`src/source/rv_slice_pkg.sv`:
```
// Shared widths, operation encodings and stage payload types for the execute slice
// Design and testbench files refer to these through rv_slice_pkg:: scoped names
`default_nettype none

package rv_slice_pkg;

  localparam int XLEN       = 32;
  localparam int DMEM_WORDS = 64;                  // 256 bytes of data RAM
  localparam int DMEM_AW    = $clog2(DMEM_WORDS);  // Word index taken from address bits 7:2
  localparam int MUL_STEPS  = 16;                  // Two multiplier bits per step
  localparam int MUL_CNT_W  = $clog2(MUL_STEPS);
  localparam logic [MUL_CNT_W-1:0] MUL_LAST = MUL_CNT_W'(MUL_STEPS - 1);

  // Operation carried by an issued instruction
  typedef enum logic [3:0] {
    ADD, SUB, AND, OR, XOR, SLL, SLT,
    MUL,
    LOAD, STORE,
    LINK                                           // Writes pc+4 back, stands in for jumps
  } op_e;

  typedef enum logic [1:0] {
    ALU,
    MEM,
    PC4
  } wb_sel_e;

  typedef struct packed {
    op_e             op;
    logic [2:0]      funct3;                       // Access size and signedness
    logic [4:0]      rd;
    logic [XLEN-1:0] rs1_data;
    logic [XLEN-1:0] rs2_data;
    logic [XLEN-1:0] imm;
    logic [XLEN-1:0] pc;
  } issue_t;

  typedef struct packed {
    logic            valid;
    logic            reg_write;
    logic            mem_read;
    logic            mem_write;
    wb_sel_e         wb_sel;
    logic [2:0]      funct3;
    logic [4:0]      rd;
    logic [XLEN-1:0] alu_result;                   // Also the memory address
    logic [XLEN-1:0] store_data;
    logic [XLEN-1:0] pc_plus_4;
  } ex_mem_t;

  // Write-back record, also the retire port
  typedef struct packed {
    logic            valid;
    logic            reg_write;
    logic [4:0]      rd;
    logic [XLEN-1:0] data;
  } retire_t;

endpackage

`default_nettype wire

```
`src/source/ex_stage.sv`:
```
// Execute stage. ALU ops, LINK and address generation pass through combinationally,
// MUL runs as a two-bit-per-cycle shift-add loop while busy is high.
// An instruction issued during a stall is held here until the stall ends.
`timescale 1ns/1ps
`default_nettype none

module ex_stage (
  input  logic                  clk,
  input  logic                  reset_n,
  input  logic                  issue,
  input  rv_slice_pkg::issue_t  issue_data,
  input  logic                  stall,
  output logic                  busy,
  output rv_slice_pkg::ex_mem_t ex_out
);

  rv_slice_pkg::issue_t               cur;        // Accepted instruction
  logic                               cur_valid;
  logic [rv_slice_pkg::MUL_CNT_W-1:0] step_cnt;
  logic [rv_slice_pkg::XLEN-1:0]      mcand;
  logic [rv_slice_pkg::XLEN-1:0]      mplier;
  logic [rv_slice_pkg::XLEN-1:0]      prod;

  rv_slice_pkg::issue_t               inst;
  logic [rv_slice_pkg::XLEN-1:0]      partial;
  logic [rv_slice_pkg::XLEN-1:0]      mul_result;
  logic [rv_slice_pkg::XLEN-1:0]      alu_result;
  logic                               is_mul;
  logic                               mul_done;

  assign inst     = issue ? issue_data : cur;       // New issue wins, stage is idle then
  assign is_mul   = (inst.op == rv_slice_pkg::MUL);
  assign mul_done = cur_valid && (step_cnt == rv_slice_pkg::MUL_LAST);
  assign busy     = cur_valid;

  // Two multiplier bits per step, low word only
  assign partial    = (mplier[0] ? mcand : '0) +
                      (mplier[1] ? {mcand[rv_slice_pkg::XLEN-2:0], 1'b0} : '0);
  assign mul_result = prod + partial;

  always_ff @(posedge clk or negedge reset_n) begin
    if (!reset_n) begin
      cur_valid <= 1'b0;
      step_cnt  <= '0;
    end else if (issue) begin
      cur_valid <= stall || (issue_data.op == rv_slice_pkg::MUL);
      step_cnt  <= '0;
    end else if (cur_valid && !stall) begin
      if (cur.op == rv_slice_pkg::MUL && !mul_done)
        step_cnt <= step_cnt + 1'b1;
      else
        cur_valid <= 1'b0;                          // Leaves with the EX/MEM capture
    end
  end

  always_ff @(posedge clk) begin
    if (issue) begin
      cur    <= issue_data;
      mcand  <= issue_data.rs1_data;
      mplier <= issue_data.rs2_data;
      prod   <= '0;
    end else if (cur_valid && !stall && cur.op == rv_slice_pkg::MUL && !mul_done) begin
      mcand  <= {mcand[rv_slice_pkg::XLEN-3:0], 2'b00};
      mplier <= mplier >> 2;
      prod   <= mul_result;
    end
  end

  always_comb begin
    case (inst.op)
      rv_slice_pkg::ADD: alu_result = inst.rs1_data + inst.rs2_data;
      rv_slice_pkg::SUB: alu_result = inst.rs1_data - inst.rs2_data;
      rv_slice_pkg::AND: alu_result = inst.rs1_data & inst.rs2_data;
      rv_slice_pkg::OR:  alu_result = inst.rs1_data | inst.rs2_data;
      rv_slice_pkg::XOR: alu_result = inst.rs1_data ^ inst.rs2_data;
      rv_slice_pkg::SLL: alu_result = inst.rs1_data << inst.rs2_data[4:0];
      rv_slice_pkg::SLT: begin
        alu_result = '0;
        alu_result[0] = $signed(inst.rs1_data) < $signed(inst.rs2_data);
      end
      rv_slice_pkg::MUL: alu_result = mul_result;   // Final step presents the product
      default:           alu_result = inst.rs1_data + inst.imm;  // LOAD, STORE, LINK
    endcase
  end

  always_comb begin
    ex_out.valid      = (issue || cur_valid) && (!is_mul || mul_done);
    ex_out.reg_write  = (inst.op != rv_slice_pkg::STORE);
    ex_out.mem_read   = (inst.op == rv_slice_pkg::LOAD);
    ex_out.mem_write  = (inst.op == rv_slice_pkg::STORE);
    if (inst.op == rv_slice_pkg::LOAD)
      ex_out.wb_sel = rv_slice_pkg::MEM;
    else if (inst.op == rv_slice_pkg::LINK)
      ex_out.wb_sel = rv_slice_pkg::PC4;
    else
      ex_out.wb_sel = rv_slice_pkg::ALU;
    ex_out.funct3     = inst.funct3;
    ex_out.rd         = inst.rd;
    ex_out.alu_result = alu_result;
    ex_out.store_data = inst.rs2_data;
    ex_out.pc_plus_4  = inst.pc + rv_slice_pkg::XLEN'(4);
  end

endmodule

`default_nettype wire

```
`src/source/exec_slice_top.sv`:
```
// Top of the execute slice. Issue enters the execute stage, passes EX/MEM,
// the memory stage and MEM/WB, and leaves on the retire port; stall freezes both registers
`timescale 1ns/1ps
`default_nettype none

module exec_slice_top (
  input  logic                  clk,
  input  logic                  reset_n,
  input  logic                  issue,
  input  rv_slice_pkg::issue_t  issue_data,
  input  logic                  stall,
  output logic                  busy,
  output rv_slice_pkg::retire_t retire
);

  rv_slice_pkg::ex_mem_t ex_out;
  rv_slice_pkg::ex_mem_t ex_mem_q;
  rv_slice_pkg::retire_t retire_next;

  ex_stage u_ex_stage (
    .clk        (clk),
    .reset_n    (reset_n),
    .issue      (issue),
    .issue_data (issue_data),
    .stall      (stall),
    .busy       (busy),
    .ex_out     (ex_out)
  );

  pipe_register #(.payload_t(rv_slice_pkg::ex_mem_t)) ex_mem_reg (
    .clk     (clk),
    .reset_n (reset_n),
    .hold    (stall),
    .d       (ex_out),
    .q       (ex_mem_q)
  );

  mem_stage u_mem_stage (
    .clk         (clk),
    .stall       (stall),
    .ex_in       (ex_mem_q),
    .retire_next (retire_next)
  );

  pipe_register #(.payload_t(rv_slice_pkg::retire_t)) mem_wb_reg (
    .clk     (clk),
    .reset_n (reset_n),
    .hold    (stall),
    .d       (retire_next),
    .q       (retire)
  );

endmodule

`default_nettype wire

```
`src/source/mem_stage.sv`:
```
// Memory stage with a small word-wide data RAM. Stores are byte-enabled at the clock
// edge, loads read asynchronously and are extended by funct3 before write-back select.
`timescale 1ns/1ps
`default_nettype none

module mem_stage (
  input  logic                  clk,
  input  logic                  stall,
  input  rv_slice_pkg::ex_mem_t ex_in,
  output rv_slice_pkg::retire_t retire_next
);

  logic [rv_slice_pkg::XLEN-1:0]    dmem [rv_slice_pkg::DMEM_WORDS];
  logic [rv_slice_pkg::DMEM_AW-1:0] word_idx;
  logic [1:0]                       lane;
  logic [3:0]                       byte_en;
  logic [rv_slice_pkg::XLEN-1:0]    wr_data;
  logic [rv_slice_pkg::XLEN-1:0]    rd_word;
  logic [rv_slice_pkg::XLEN-1:0]    shifted;
  logic [rv_slice_pkg::XLEN-1:0]    load_data;
  logic                             store_now;

  assign word_idx  = ex_in.alu_result[rv_slice_pkg::DMEM_AW+1:2];  // Wraps modulo RAM size
  assign lane      = ex_in.alu_result[1:0];
  assign store_now = ex_in.valid && ex_in.mem_write && !stall;

  // Replicate store data across lanes and enable only the addressed bytes
  always_comb begin
    case (ex_in.funct3[1:0])
      2'b00: begin
        byte_en = 4'b0001 << lane;
        wr_data = {4{ex_in.store_data[7:0]}};
      end
      2'b01: begin
        byte_en = lane[1] ? 4'b1100 : 4'b0011;
        wr_data = {2{ex_in.store_data[15:0]}};
      end
      default: begin
        byte_en = 4'b1111;
        wr_data = ex_in.store_data;
      end
    endcase
  end

  always_ff @(posedge clk) begin
    if (store_now) begin
      for (int b = 0; b < 4; b++) begin
        if (byte_en[b])
          dmem[word_idx][8*b +: 8] <= wr_data[8*b +: 8];
      end
    end
  end

  assign rd_word = dmem[word_idx];
  assign shifted = rd_word >> {lane, 3'b000};         // Addressed byte or half to bit 0

  always_comb begin
    case (ex_in.funct3)
      3'b000:  load_data = {{(rv_slice_pkg::XLEN-8){shifted[7]}}, shifted[7:0]};    // LB
      3'b001:  load_data = {{(rv_slice_pkg::XLEN-16){shifted[15]}}, shifted[15:0]}; // LH
      3'b100:  load_data = {{(rv_slice_pkg::XLEN-8){1'b0}}, shifted[7:0]};          // LBU
      3'b101:  load_data = {{(rv_slice_pkg::XLEN-16){1'b0}}, shifted[15:0]};        // LHU
      default: load_data = rd_word;                                                 // LW
    endcase
  end

  always_comb begin
    retire_next.valid     = ex_in.valid;
    retire_next.reg_write = ex_in.reg_write;
    retire_next.rd        = ex_in.rd;
    case (ex_in.wb_sel)
      rv_slice_pkg::MEM: retire_next.data = load_data;
      rv_slice_pkg::PC4: retire_next.data = ex_in.pc_plus_4;
      default:           retire_next.data = ex_in.alu_result;
    endcase
  end

endmodule

`default_nettype wire

```
`src/source/pipe_register.sv`:
```
// Pipeline register for any packed payload, cleared on reset
// While hold is high the stored record stays in place, used for EX/MEM and MEM/WB
`timescale 1ns/1ps
`default_nettype none

module pipe_register #(
  parameter type payload_t = logic
) (
  input  logic     clk,
  input  logic     reset_n,
  input  logic     hold,     // Data memory not ready
  input  payload_t d,
  output payload_t q
);

  always_ff @(posedge clk or negedge reset_n) begin
    if (!reset_n) begin
      q <= '0;               // Valid bit clears with the rest
    end else if (!hold) begin
      q <= d;
    end
  end

endmodule

`default_nettype wire

```
`config.mk`:
```
export PLATFORM = sky130hd
export DESIGN_NAME = exec_slice_top
export DESIGN_NICKNAME = d
export VERILOG_FILES = /design/src/source/rv_slice_pkg.sv /design/src/source/ex_stage.sv /design/src/source/exec_slice_top.sv /design/src/source/mem_stage.sv /design/src/source/pipe_register.sv
export SDC_FILE = /design/constraint.sdc
export NUM_CORES = 2
export LEC_CHECK = 0
export ABC_AREA = 1
export BUFFER_PORTS_ARGS = -buffer_cell sky130_fd_sc_hd__clkbuf_2
export CAP_MARGIN = 15
export CELL_PAD_IN_SITES_DETAIL_PLACEMENT = 0
export CELL_PAD_IN_SITES_GLOBAL_PLACEMENT = 2
export CORE_ASPECT_RATIO = 0.75
export CORE_MARGIN = 10
export CORE_UTILIZATION = 37
export DETAILED_ROUTE_END_ITERATION = 10
export HOLD_SLACK_MARGIN = 0.03
export PLACE_DENSITY_LB_ADDON = 0.1
export REMOVE_ABC_BUFFERS = 1
export SLEW_MARGIN = 20
export SYNTH_ARGS = -nofsm -noshare
export SYNTH_HDL_FRONTEND = slang
export SYNTH_HIERARCHICAL = 1
export SYNTH_SLANG_ARGS = --single-unit
```
`constraint.sdc`:
```
create_clock -name clk -period 4.05 [get_ports clk]
set_clock_uncertainty 0.1 [all_clocks]
set_input_delay 0.2025 -clock clk [delete_from_list [all_inputs] [get_ports clk]]
set_output_delay 0.2025 -clock clk [all_outputs]
set_load 0.01 [all_outputs]
```
==> results.cfg <==
[sta]
slew_headroom_pct = 19.3
rsz0062_at_grt = yes
drv_slew = 0
worst_pin_slew_ns = 1.21
holdWs_ns = 0.0884
period_needed_ns = 4.01
hold_viol_final = 0
max_freq_ghz = 0.250
finalSetupViolations = 0
fin_crit_sh_pct = 98.9

[placed_design]
place.gp.congestion = 0.957
portBuffers = 183
post-dp-hpwl_microns = 321000
place_area_sq_um = 123000

[power_and_ir_drop]
p_sw_share_pct = 34.2
leakage_nw = 56.0
p_seq_share_pct = 40.3
ir_worst_vdd_v = 0.000359
p_sw_mw = 24.7
power.density_nw_per_um2 = 541
power.internal_mw = 47.5
combPwrFrac_pct = 26.2
clock_power_share_pct = 33.5
total_power_mw = 72.1

[grt]
grt_util_all_layers_pct = 27.5
antenna_found_initial = 31
grt_pass1_wl_microns = 639000
grt_max_degree = 134
grt_pass1_vias = 82100
grt.overflow.total = 0

[floorplanning]
rows = 174
die_h_microns = 495
fp.dieW_microns = 653
die-area_sq_um = 323000
initial_core_util_pct = 37.1
design.core.area_sq_um = 299000
ioPinCount = 184

[layout]
final_common_cell = nand2_1
drive_gt1_share_pct = 13.5
fin_nets = 12900
stdcell_area_sq_um = 133000
layout_common_cells = 5102 x nand2_1, 2112 x edfxtp_1, 889 x buf_4
fin_util_pct = 44.6
fillers = 28700
area_growth_pct = 20.1

[hold_path]
hp-class = input port to register

[drt]
via_per_inst = 5.24
first_pass_iters = 6
drt_iter0_drc = 10300
vias = 87500
drc = 0
wirelength_microns = 459000
wl_per_cell_microns = 27.5
route.antenna.remaining_nets = 0

[setup_path]
cp.required_ns = 4.40
worstPathMaxFanout = 44
endpoint_kind = register
crit_arrival_ns = 4.36
r2r_slack_ns = 0.04
crit_type = register to register
critPathLaunchType = register

[cts]
worstSkewPairLatency_ns = 0.87
cts.htree.levels = 5
cts.reportedPaths.clkPinSlew_ns = 0.06
cts_buffers = 272
cts_buffer_depth = 4
root_buffer = clkbuf_16
cts.sinks = 2437
tritoncts = done

[yosys]
avgSynthCellArea_sq_um = 9.69
synth_area_sq_um = 111000
yosys_warnings = 6
syn-instance-count = 11500

[run]
cap_violations = 0

[status]
status = complete, no violations
worst paths after layout:
kind,startpoint,endpoint,cells after the start
min,issue_data[137],u_ex_stage/cur[137],4
max in group asynchronous,reset_n,ex_mem_reg/q[68],4
max reg2reg,ex_mem_reg/q[66],u_mem_stage/dmem[0][23],7
max,ex_mem_reg/q[66],u_mem_stage/dmem[0][23],7
min in group asynchronous,reset_n,ex_mem_reg/q[83],4
min reg2reg,u_ex_stage/cur[53],u_ex_stage/cur[53],2
cell type report:
| type | instances | area [sq um] | share of cell area (%) |
|---|---|---|---|
| tap | 3960 | 4950 | 3.71 |
| antenna | 3 | 7.51 | 0.00563 |
| clock inverter | 132 | 1110 | 0.834 |
| clock buffer | 343 | 7300 | 5.47 |
| sequential | 2437 | 70700 | 53.0 |
| timing repair buffer | 1396 | 11800 | 8.83 |
| inverter | 597 | 2270 | 1.70 |
| multi-input combinational | 7853 | 35300 | 26.4 |
through the flow:
stage,setup slack (ns),std cells,setup TNS [ns]
floorplan,-22.80,10900,-
global placement,-0.0928,16000,-0.105
detailed placement,-0.187,16000,-0.204
CTS,0.0255,16700,0
global route,-0.00268,16700,-0.00268
finish,0.0428,16700,0
power by group through the flow:
| stage | registers [mW] | clock network (mW) | logic, mW |
|---|---|---|---|
| global placement | 29.6 | 0 | 18.5 |
| finish | 29.1 | 24.1 | 18.9 |
| CTS | 29.1 | 24.6 | 18.7 |
| global route | 29.1 | 25.6 | 20.2 |
| floorplan | 29.9 | 0 | 8.49 |
| detailed placement | 29.6 | 0 | 18.4 |
registers in the layout, summed over array words and instances (netlist names):
name / count
ex_mem_reg/q: 109
mem_wb_reg/q: 39
u_ex_stage/busy: 1
u_ex_stage/cur: 140
u_ex_stage/mcand: 32
u_ex_stage/mplier: 32
u_ex_stage/prod: 32
u_ex_stage/step_cnt: 4
u_mem_stage/dmem: 2048
critical path: stages, from the launching register on:
cell and delay, ns:
dfrtp_4 0.57, inv_8 0.32, nand2_2 0.15, inv_6 0.49, buf_12 0.25, buf_12 0.18
nand2_1 0.42, nor2_1 1.03
per-layer routing:
metal,global-route usage (%),share of wire (%),up-vias
li1,-,-,40100
met1,43.2,48,43500
met2,37.7,40,3449
met3,7.02,9.7,534
met4,5.75,2.3,8
met5,0,0.012,-
timing repair:
item,4_1_cts,5_1_grt
endpoints found under the hold margin,518,0
setup buffers,0,5
hold buffers,232,0
endpoints found under the setup margin,0,38
resized for setup,0,12
Power figures use the tool's default switching activity.
